**config.mk**
```make
export PLATFORM = sky130hd
export DESIGN_NAME = controlUnit
export DESIGN_NICKNAME = d
export VERILOG_FILES = /design/src/rtl/cpuPkg.sv /design/src/rtl/controlUnit.sv
export SDC_FILE = /design/constraint.sdc
export NUM_CORES = 1
export LEC_CHECK = 0
export BUFFER_PORTS_ARGS = -buffer_cell sky130_fd_sc_hd__buf_4
export CORE_MARGIN = 4
export CORE_UTILIZATION = 30
export DETAILED_ROUTE_END_ITERATION = 7
export PLACE_DENSITY = 0.83
export SYNTH_ARGS = -nofsm -noshare
export SYNTH_HDL_FRONTEND = slang
export SYNTH_SLANG_ARGS = --single-unit
export TNS_END_PERCENT = 20
```
**constraint.sdc**
```tcl
create_clock -name Clock -period 2.6 [get_ports Clock]
set_input_delay 0.78 -clock Clock [delete_from_list [all_inputs] [get_ports Clock]]
set_output_delay 0.78 -clock Clock [all_outputs]
set_load 0.02 [all_outputs]
```
**src/rtl/cpuPkg.sv**
```systemverilog
`default_nettype none

package cpuPkg;

    localparam int dataWidth = 32;
    localparam int regIndexWidth = 6;
    localparam int pcWidth = 26;
    localparam int immWidth = 14;

    // Major opcodes in the top six bits of every word
    localparam logic [5:0] opAluReg = 6'h00;
    localparam logic [5:0] opAluImm = 6'h01;
    localparam logic [5:0] opLoad = 6'h02;
    localparam logic [5:0] opStore = 6'h03;
    localparam logic [5:0] opJal = 6'h04;
    localparam logic [5:0] opJr = 6'h05;
    localparam logic [5:0] opBrz = 6'h06;
    localparam logic [5:0] opBrnz = 6'h07;
    localparam logic [5:0] opHalt = 6'h3f;

    // ALU functions from the funct field of register-form words
    localparam logic [5:0] fnAdd = 6'h00;
    localparam logic [5:0] fnSub = 6'h01;
    localparam logic [5:0] fnAnd = 6'h02;
    localparam logic [5:0] fnOr = 6'h03;
    localparam logic [5:0] fnXor = 6'h04;
    localparam logic [5:0] fnShl = 6'h05;
    localparam logic [5:0] fnShr = 6'h06;
    localparam logic [5:0] fnMul = 6'h07;

    // Control FSM states
    localparam logic [2:0] stFetch = 3'd0;
    localparam logic [2:0] stDecode = 3'd1;
    localparam logic [2:0] stExecute = 3'd2;
    localparam logic [2:0] stMemory = 3'd3;
    localparam logic [2:0] stWriteBack = 3'd4;
    localparam logic [2:0] stPcUpdate = 3'd5;
    localparam logic [2:0] stHalt = 3'd6;

    // Register form, immediate form and jump form share one word
    typedef union packed {
        struct packed {
            logic [5:0] opcode;
            logic [regIndexWidth-1:0] rd;
            logic [regIndexWidth-1:0] rs1;
            logic [regIndexWidth-1:0] rs2;
            logic [5:0] funct;
            logic [1:0] unused;
        } rForm;
        struct packed {
            logic [5:0] opcode;
            logic [regIndexWidth-1:0] rd;
            logic [regIndexWidth-1:0] rs1;
            logic signed [immWidth-1:0] imm;
        } iForm;
        struct packed {
            logic [5:0] opcode;
            logic [pcWidth-1:0] target;
        } jForm;
    } instructionWord;

endpackage

`default_nettype wire

```
**src/rtl/controlUnit.sv**
```systemverilog
`timescale 1ns/1ps
`default_nettype none

module controlUnit (
    input  logic        Clock,
    input  logic        rstN,
    input  logic        instructionLoaded,
    input  logic        dataLoaded,
    input  logic        dataStored,
    input  logic        aluDone,
    input  logic [31:0] sourceData1,
    input  logic        isLoad,
    input  logic        isStore,
    input  logic        isJal,
    input  logic        isJr,
    input  logic        isBranch,
    input  logic        branchOnZero,
    input  logic        isHalt,
    output logic        readInstruction,
    output logic        decodeStrobe,
    output logic        aluStart,
    output logic        readData,
    output logic        writeData,
    output logic        regWrite,
    output logic        pcStep,
    output logic        pcJump,
    output logic        halted
);

    logic [2:0] state;
    logic [2:0] nextState;
    logic startPending;
    logic branchTaken;
    logic needsWriteBack;
    logic takeJump;

    // Branch condition on source 1
    assign branchTaken = isBranch && ((sourceData1 == '0) == branchOnZero);
    assign needsWriteBack = !isStore && !isJr && !isBranch;
    assign takeJump = isJal || isJr || branchTaken;

    always_comb begin
        nextState = state;
        case (state)
            cpuPkg::stFetch: begin
                if (instructionLoaded) begin
                    nextState = cpuPkg::stDecode;
                end
            end
            cpuPkg::stDecode: nextState = cpuPkg::stExecute;
            cpuPkg::stExecute: begin
                if (isHalt) begin
                    nextState = cpuPkg::stHalt;
                end else if (aluDone) begin
                    if (isLoad || isStore) begin
                        nextState = cpuPkg::stMemory;
                    end else if (needsWriteBack) begin
                        nextState = cpuPkg::stWriteBack;
                    end else begin
                        nextState = cpuPkg::stPcUpdate;
                    end
                end
            end
            cpuPkg::stMemory: begin
                if ((isLoad && dataLoaded) || (isStore && dataStored)) begin
                    nextState = cpuPkg::stPcUpdate;
                end
            end
            cpuPkg::stWriteBack: nextState = cpuPkg::stPcUpdate;
            cpuPkg::stPcUpdate: nextState = cpuPkg::stFetch;
            cpuPkg::stHalt: nextState = cpuPkg::stHalt;
            default: nextState = cpuPkg::stFetch;
        endcase
    end

    always_ff @(posedge Clock) begin
        if (!rstN) begin
            state <= cpuPkg::stFetch;
            startPending <= 1'b0;
        end else begin
            state <= nextState;
            // Decoder outputs settle one cycle after the strobe
            startPending <= state == cpuPkg::stDecode;
        end
    end

    assign readInstruction = state == cpuPkg::stFetch;
    assign decodeStrobe = state == cpuPkg::stDecode;
    assign aluStart = startPending && !isHalt;
    assign readData = (state == cpuPkg::stMemory) && isLoad;
    assign writeData = (state == cpuPkg::stMemory) && isStore;
    // Load data is only valid alongside dataLoaded, so it is written right then
    assign regWrite = (state == cpuPkg::stWriteBack)
        || ((state == cpuPkg::stMemory) && isLoad && dataLoaded);
    assign pcJump = (state == cpuPkg::stPcUpdate) && takeJump;
    assign pcStep = (state == cpuPkg::stPcUpdate) && !takeJump;
    assign halted = state == cpuPkg::stHalt;

endmodule

`default_nettype wire

```
# Word-level counts from Yosys, hierarchy flattened

Index checks and enable logic that the tools add are counted.

Eq/ne operators: 10
Muxes and demuxes: 7
Reduce and logical (&&, ||, !) cells: 24

Operators with widths:

| operator                                                        | count |
|---|---|
| 32-bit zero test                                                | 1 |
| 3-bit one-hot mux with 6 select lines                           | 1 |
| 3-bit 2-to-1 mux                                                | 5 |
| 1-bit logical AND                                               | 11 |
| 3-bit == test, second input constant                            | 3 |
| 3-bit by 2-bit == test with 1-bit output, second input constant | 2 |
| 1-bit zero test                                                 | 5 |
| 1-bit logical OR                                                | 5 |
| 2-bit != test, second input constant                            | 2 |
| 3-bit by 1-bit == test with 1-bit output, second input constant | 1 |
| 3-bit zero test                                                 | 1 |
| 3-bit != test, second input constant                            | 1 |
| 3-bit AND reduction                                             | 1 |
| 1-bit == test                                                   | 1 |
| 1-bit 2-to-1 mux                                                | 1 |

Flip-flop bits (word level): 4
Input port bits: 45
Output and inout bits: 9
Logic and storage cells: 43

# Logic depth before layout (Yosys ltp)

Gate-level depths: netlist of run 1.

Depth in word-level cells: 8
Gate-level depth with buffers: 5
Gate-level depth less buffers: 4

# Worst setup path after synthesis of run 1

Ideal clock, no wire load.

Kind: input port to output port
Start point: in sourceData1[24]
End point: out pcJump
Arrival: 1.942 ns
Data required time: 1.820 ns
Path slack: -0.122 ns
Cell stages on the path: 4
Path buffers: 0
Cells stage by stage: nor4_1 > nand4_1 > or3_1 > a31oi_1

Longest elaborated chain between the ends: 5

Ends and longest elaborated chain:

| item               | line              | text |
|---|---|---|
| start: declaration | controlUnit.sv:11 | `input logic [31:0] sourceData1,` |
| 32-bit zero test   | controlUnit.sv:38 | `assign branchTaken = isBranch && ((sourceData1 == '0) == branchOnZero);` |
| 1-bit == test      | controlUnit.sv:38 |  |
| 1-bit logical AND  | controlUnit.sv:38 |  |
| 1-bit logical OR   | controlUnit.sv:40 | `assign takeJump = isJal \|\| isJr \|\| branchTaken;` |
| 1-bit logical AND  | controlUnit.sv:95 | `assign pcJump = (state == cpuPkg::stPcUpdate) && takeJump;` |
| end: declaration   | controlUnit.sv:26 | `output logic pcJump,` |

No other way between the ends.

# Worst setup path in the final report of run 1

Start point: in sourceData1[21]
End point: out pcStep

Longest elaborated chain between the ends: 6

Ends and longest elaborated chain:

| item              | line              | text |
|---|---|---|
| 32-bit zero test  | controlUnit.sv:38 |  |
| 1-bit == test     | controlUnit.sv:38 |  |
| 1-bit logical AND | controlUnit.sv:38 |  |
| 1-bit logical OR  | controlUnit.sv:40 |  |
| 1-bit zero test   | controlUnit.sv:96 | `assign pcStep = (state == cpuPkg::stPcUpdate) && !takeJump;` |
| 1-bit logical AND | controlUnit.sv:96 |  |
| end: declaration  | controlUnit.sv:25 | `output logic pcStep,` |

No other way between the ends.

==> run summary, run 1 <==
Final HPWL DP: 1520 um
Cell Area, Synth: 407 um^2
wire per inst: 14.5 um
Clock power frac: 21.1%
global route overflow: 0
sw power: 0.139 mW
Primary FF master, synth: dfxtp_1
clk sinks: 4
WL final: 1830 um
Die Span X: 44.8 um
Pwr Density: 384 nW/um^2
vias per cell: 5.52
VDD IR max: 203 uV
Combinational Power Share: 51.8%
Worst-Margin Slew: 0.415 ns
Ant. Diodes: 0
final core occ: 74.0%
final hold vios: 0
Post-synth EDFFs: 0
Final WS setup: -0.245 ns
status: finished with violations
worst hold start: state[1]
violated checks: negative setup slack
Setup crit start: sourceData1[21]
number of max-cap violations: 0
Reg2Reg Depth: 4
DRC violations left: 0
Total GRT Usage: 19.3%
crit path kind: in -> out
Final TNS setup: -0.433 ns
Rows: 13
HP Class: reg -> reg
sw frac: 38.1%
unrepaired setup endpoints after global routing: true
die height: 44.8 um
Worst Hold End: state[0]
CTS clock-pin slew for the worst setup and hold paths: 0.04 ns
minimum clock period: 2.84 ns
maximum number of pins on one net before global-route repair: 14
clock buffer depth: 2
CTS buffer count: 3
synthesized instance count: 57
r2r startpoint: state[1]
Layout Cell Area excl Fill: 951 um^2
RR Endpoint: state[2]
initial antenna violation count: 0
Worst setup EP type: output port
fill cell count: 97
drt first-iter violations: 23
leakage power: 0.432 nW
Cell variety after synth: 29
initial core utilization: 31.6%
first-pass GRT wire length: 2860 um
Buffers on Ports: 53
register-to-register setup slack: 1.12 ns
full die area: 2010 um^2
CP arrival: 2.06 ns
Fin Clk Skew: 0.00837 ns
Worst Path Required: 1.82 ns
syn nets: 102
Nets: 158
DP Area: 868 um^2
core area: 1280 um^2
Power, Total: 0.365 mW
fraction of registers with async set/reset: 0%
Clk Latency, worst-skew pair: 0.24 ns
max-slew violations: 0
Cell Int Power: 0.226 mW
CP Launch Type: primary input
Final ANT Viol Nets: 0
First-pass DRT Iterations: 4
GP Congestion: 0.791
Vias: 696
I/O pins: 54
Max H-tree Level: 1
Seq pwr share: 27.1%
crit-path max FO: 2
FMAX: 352 MHz
Yosys reg bits: 4
hold depth: 2
Tcrit/Tclk final: 109%
Yosys warnings: 0
clk root buf: clkbuf_4
Syn Area/Cell: 7.13 um^2
vias in the first global route: 750
sequential element share of the synthesized area: 19.7%
Area growth syn-to-layout: 134%
CTS tree: built
share of cells above drive strength 1: 61.3%
Slew HR: 71.9%
# setup viols final: 2
## routing by layer
metal	vias to the layer above	part of all wire (%)	global-route usage [%]
met5	-	0	0
met4	0	2.5	13.5
met1	305	30	18.5
met3	6	11	4.38
li1	338	-	-
met2	47	56	35.8
## power groups by stage
stage | clock (mW) | combinational (mW) | sequential, mW
after CTS | 0.0791 | 0.187 | 0.0988
final | 0.0769 | 0.189 | 0.0991
after global placement | 0 | 0.175 | 0.0983
after floorplan | 0 | 0.109 | 0.0781
after global routing | 0.0854 | 0.203 | 0.102
after detailed placement | 0 | 0.180 | 0.100
## registers in the layout (all words and copies together) (netlist names)
register / count
state: 3
startPending: 1
## Yosys cell counts (2+ instances only)
library cell,instances,area (um^2)
nor2_1,6,22.5
nor3_1,2,10.0
nand2_1,2,7.51
dfxtp_1,4,80.1
a211oi_1,2,15.0
inv_1,2,7.51
a21oi_1,3,15.0
buf_4,2,15.0
nor4_1,8,50.1
o21ai_0,2,10.0
and3_1,4,25.0
nand4_1,2,12.5
nor2b_1,2,12.5
## layout make-up
cell class	instances	area, um^2	share of cell area (%)
clock buffers	3	22.5	2.37
inverters	2	7.51	0.789
multi-input cells	48	390	41.1
repair buffers	54	432	45.4
flip-flops and latches	4	80.1	8.42
well taps	15	18.8	1.97
## cells by family (layout without fill, tap and decap cells)
logic type / count (synthesis) / in the layout / share of synthesized area, %
buf+inv: 5 / 59 / 6.77
compound gates: 15 / 15 / 25.8
simple gates: 33 / 33 / 47.7
flops: 4 / 4 / 19.7
## critical path, stage by stage
cell     delay [ns]
buf_4          0.12
nor4_4         0.27
nand4_1        0.15
or3_4          0.37
and4b_2        0.25
buf_6          0.13
## layout by cell type (no fill, tap or decap), types with 2 or more instances in the layout
cell,synthesis,routed
buf_6,0,7
nor4_2,1,5
a21oi_1,3,3
nor2_1,6,6
o21ai_0,2,2
clkbuf_4,0,3
dfxtp_1,4,4
and3_1,4,4
nor4_4,0,3
a211oi_1,2,2
nor2b_1,2,2
nand2_1,2,2
buf_4,2,47
nand4_1,2,2
inv_1,2,2
nor3_1,2,2
## per-stage QoR
step                      hold slack, ns  setup slack [ns]  std cells
final                              0.625            -0.245        126
after global placement             0.604            -0.286        123
after floorplan                    0.505          -0.00600         57
after detailed placement           0.614            -0.323        123
after global routing               0.652            -0.308        126
after CTS                          0.629            -0.258        126
## worst max-delay path by stage
stage	endpoint	slack (ns)	cells after the start
floorplan	pcStep	-0.006	4
global placement	pcStep	-0.29	6
detailed placement	pcStep	-0.32	6
CTS	pcStep	-0.26	6
global route	pcStep	-0.31	6
finish	pcStep	-0.24	6
## timing repair
item | in CTS | in global routing
resized for setup | 9 | 3
buffers inserted | 0 | 0
pin swaps | 6 | 4
endpoints found under the setup margin | 2 | 2
hold buffers | 0 | 0
Power figures use the tool's default switching activity.
==> inputs of run 2 (changes only) <==
MAX_ROUTING_LAYER = met4   (was unset)
==> run summary, run 2 (synthesis gave the netlist of run 1 again) <==
drt first-iter violations: 24
Die Span X: 44.8 um
share of cells above drive strength 1: 61.3%
FMAX: 351 MHz
# setup viols final: 2
DP Cell Count: 123
Slowest cell on crit path: or3_4
CTS tree: built
core area: 1280 um^2
crit path kind: in -> out
maximum number of pins on one net before global-route repair: 14
CP arrival: 2.07 ns
minimum clock period: 2.85 ns
CTS clock-pin slew for the worst setup and hold paths: 0.04 ns
Buffers on Ports: 53
DRC violations left: 0
vias in the first global route: 744
CTS buffer count: 3
Biggest register: state
global route overflow: 0
Worst Path Required: 1.82 ns
first-pass GRT wire length: 2910 um
final non-filler cell total: 126
clock buffer depth: 2
HP Class: reg -> reg
Worst-Margin Slew: 0.411 ns
Nets: 158
Clk Latency, worst-skew pair: 0.24 ns
initial core utilization: 31.6%
Tcrit/Tclk final: 110%
commonest non-fill, non-tap cell in the layout: buf_4
final hold vios: 0
crit path buf inv count: 2
Worst setup EP type: output port
WHS: 0.632 ns
Vias: 688
Final TNS setup: -0.438 ns
Total GRT Usage: 20.2%
full die area: 2010 um^2
vias per cell: 5.46
Area growth syn-to-layout: 134%
VDD IR max: 203 uV
Rows: 13
GP Congestion: 0.802
leakage power: 0.432 nW
crit-path max FO: 2
number of max-cap violations: 0
Ant. Diodes: 0
Regs by FF count: state (3), startPending (1)
CP Launch Type: primary input
unrepaired setup endpoints after global routing: true
clk root buf: clkbuf_4
clk sinks: 4
I/O pins: 54
Final WS setup: -0.247 ns
Pwr Density: 384 nW/um^2
pre-CTS WS: -0.323 ns
critical path's top delay family: simple AND/OR/NAND/NOR gates
wire per inst: 14.4 um
status: finished with violations
most frequent cells in the layout: 47 x buf_4, 7 x buf_6, 6 x nor2_1
Power, Total: 0.365 mW
Slew HR: 72.2%
violated checks: negative setup slack
number of flip-flops in the largest register: 3
Fin Clk Skew: 0.00832 ns
Final HPWL DP: 1520 um
die height: 44.8 um
CP Cell Sequence: buf_4 > nor4_4 > nand4_1 > or3_4 > and4b_2 > buf_6
max-slew violations: 0
fill cell count: 97
initial antenna violation count: 0
Final ANT Viol Nets: 0
CP peak stage delay: 0.37 ns
First-pass DRT Iterations: 4
WL final: 1810 um
postcts setup bufs: 0
Max H-tree Level: 1
[run 2: cell counts in the layout (fill, tap and decap cells not counted)]
Identical to the previous run, type by type.
[run 2: power by group]
group,internal [mW],total (mW),switching [mW]
Combinational,0.101,0.189,0.0876
Clock,0.0516,0.0769,0.0253
Sequential,0.0733,0.0994,0.0261
[run 2: through the flow]
| stage | instance area (um^2) | util [%] |
|---|---|---|
| detailed placement | 868 | 67.6 |
| global route | 951 | 74.0 |
| finish | 951 | 74.0 |
| global placement | 868 | 67.6 |
| floorplan | 464 | - |
| CTS | 935 | 72.7 |
[run 2: per-layer routing]
layer	track usage, %	vias to the layer above	share of wire [%]
li1	-	338	-
met1	19.9	303	32
met2	37.0	43	57
met3	3.59	4	9.3
met4	11.1	0	1.8
met5	-	-	0
[run 2: path summary, 6_finish.rpt]
| kind | start | endpoint | slack (ns) | cells past startpoint |
|---|---|---|---|---|
| worst min register to register | state[1] | state[0] | 0.63 | 2 |
| worst max-delay path | sourceData1[21] | pcStep | -0.25 | 6 |
| worst max register to register | state[1] | state[2] | 1.17 | 4 |
| worst min-delay path | state[1] | state[0] | 0.63 | 2 |
[run 2: worst min-delay path: stages, from the launching register on]
cell and delay (ns):
dfxtp_1 0.40, nand2_1 0.10, o22ai_1 0.07
[run 2: final cells by class]
class	count	area [um^2]	share of cell area [%]
timing repair buffer	54	432	45.4
tap	15	18.8	1.97
clock buffer	3	22.5	2.37
sequential	4	80.1	8.42
multi-input combinational	48	390	41.1
inverter	2	7.51	0.789
[run 2: timing repair]
action | 4_1_cts | 5_1_grt
pin swaps | 6 | 4
hold buffers | 0 | 0
gates resized for setup | 9 | 3
endpoints found under the setup margin | 2 | 2
==> inputs of run 3 (changes only) <==
--- a/config.mk
+++ b/config.mk
@@ -12,4 +12,5 @@
 export MAX_ROUTING_LAYER = met4
 export PLACE_DENSITY = 0.83
+export SLEW_MARGIN = 15
 export SYNTH_ARGS = -nofsm -noshare
 export SYNTH_HDL_FRONTEND = slang
==> constraint.sdc (replaced) <==
create_clock -name Clock -period 2.6 [get_ports Clock]
set_input_delay 0.78 -clock Clock [delete_from_list [all_inputs] [get_ports Clock]]
set_output_delay 0.78 -clock Clock [all_outputs]
set_load 0.05 [all_outputs]
==> run summary, run 3 (synthesis gave the netlist of run 1 again) <==
Worst Path Required: 1.82 ns
violated checks: negative setup slack
I/O pins: 54
full die area: 2010 um^2
Die Span X: 44.8 um
max-slew violations: 0
Nets: 159
Seq pwr share: 23.9%
CP endpoint: pcStep
CTS Hold Bufs: 0
leakage power: 0.445 nW
minimum clock period: 2.88 ns
CTS buffer count: 3
vias in the first global route: 824
maximum number of pins on one net before global-route repair: 14
wire per inst: 17.5 um
Tcrit/Tclk final: 111%
CP Launch Type: primary input
Rows: 13
unrepaired setup endpoints after global routing: true
Final HPWL DP: 1470 um
RR Endpoint: state[0]
Biggest register: state
WL final: 2220 um
clk sinks: 4
pre-CTS WS: -0.299 ns
crit-path max FO: 2
register-to-register setup slack: 1.23 ns
Worst-Margin Slew: 0.466 ns
most frequent cells in the layout: 45 x buf_4, 9 x buf_6, 7 x nor4_4
drt first-iter violations: 7
final core occ: 78.7%
Final ANT Viol Nets: 0
final hold vios: 0
CP peak stage delay: 0.43 ns
First-pass DRT Iterations: 3
CTS clock-pin slew for the worst setup and hold paths: 0.04 ns
HP Class: reg -> reg
sw frac: 44.0%
number of flip-flops in the largest register: 3
Clock power frac: 18.2%
Fin Clk Skew: 0.000231 ns
Ant. Diodes: 0
clock buffer depth: 2
Reg2Reg Depth: 3
first-pass GRT wire length: 3510 um
CP arrival: 2.10 ns
Area growth syn-to-layout: 149%
die height: 44.8 um
Max H-tree Level: 1
FMAX: 347 MHz
Regs by FF count: state (3), startPending (1)
number of max-cap violations: 0
Slowest cell on crit path: or3_4
r2r startpoint: state[0]
Clk Latency, worst-skew pair: 0.23 ns
VDD IR max: 205 uV
initial core utilization: 31.6%
Total GRT Usage: 25.5%
CP Cell Sequence: buf_6 > nor4_4 > nand4_1 > or3_4 > and4b_4 > buf_8
Final WS setup: -0.280 ns
commonest non-fill, non-tap cell in the layout: buf_4
status: finished with violations
core area: 1280 um^2
Pwr Density: 407 nW/um^2
clk root buf: clkbuf_4
CTS tree: built
sw power: 0.181 mW
Cell Int Power: 0.230 mW
vias per cell: 5.68
share of cells above drive strength 1: 61.6%
Combinational Power Share: 57.8%
Vias: 721
Buffers on Ports: 53
Worst setup EP type: output port
DP Cell Count: 123
final non-filler cell total: 127
Slew HR: 68.5%
Final TNS setup: -0.507 ns
DRC violations left: 0
# setup viols final: 2
global route overflow: 0
initial antenna violation count: 0
Setup crit start: sourceData1[14]
crit path kind: in -> out
GP Congestion: 0.775
-- run 3: per-layer routing --
layer / up-vias / GRT usage (%) / routed length (um)
li1: 340 / - / -
met1: 326 / 24.8 / 846
met2: 49 / 41.8 / 1080
met3: 6 / 12.4 / 227
met4: 0 / 12.9 / 61
met5: - / - / 0
-- run 3: stage by stage --
stage | power (mW) | hold slack [ns] | cell area (um^2)
after global placement | 0.313 | 0.602 | 877
after CTS | 0.405 | 0.617 | 962
final | 0.412 | 0.611 | 1010
after detailed placement | 0.317 | 0.610 | 877
after floorplan | 0.225 | 0.505 | 473
after global routing | 0.439 | 0.668 | 1010
-- run 3: worst max-delay path: cells and delay by family --
family        cells  cell delay (ns)
simple gates      4             1.07
buf+inv           2             0.24
-- run 3: repair_timing --
action                     4_1_cts  5_1_grt
resized for setup               12        7
hold endpoints to repair         0        0
pin swaps                        6        2
setup endpoints to repair        2        2
buffers inserted                 1        0
-- run 3: worst min-delay path by stage --
stage	from	to	slack [ns]	depth (start not counted)
2_1_floorplan	state[0]	state[1]	0.50	2
3_3_place_gp	state[1]	state[0]	0.60	2
3_5_place_dp	state[1]	state[0]	0.61	2
4_1_cts	state[1]	state[0]	0.62	2
5_1_grt	state[1]	state[0]	0.67	2
6_report	state[1]	state[0]	0.61	2
-- run 3: area by class of cell --
| type | count | area [um^2] |
|---|---|---|
| Sequential cell | 4 | 80.1 |
| Multi-Input combinational cell | 48 | 428 |
| Tap cell | 15 | 18.8 |
| Inverter | 2 | 7.51 |
| Clock buffer | 3 | 22.5 |
| Timing Repair Buffer | 55 | 454 |
| Fill cell | 86 | 274 |
-- run 3: power by group through the flow --
stage	Combinational (mW)	Sequential (mW)	Clock, mW
after floorplan	0.147	0.0781	0
after global placement	0.215	0.0981	0
after detailed placement	0.218	0.0994	0
after CTS	0.226	0.0984	0.0813
after global routing	0.255	0.102	0.0823
final	0.238	0.0985	0.0750
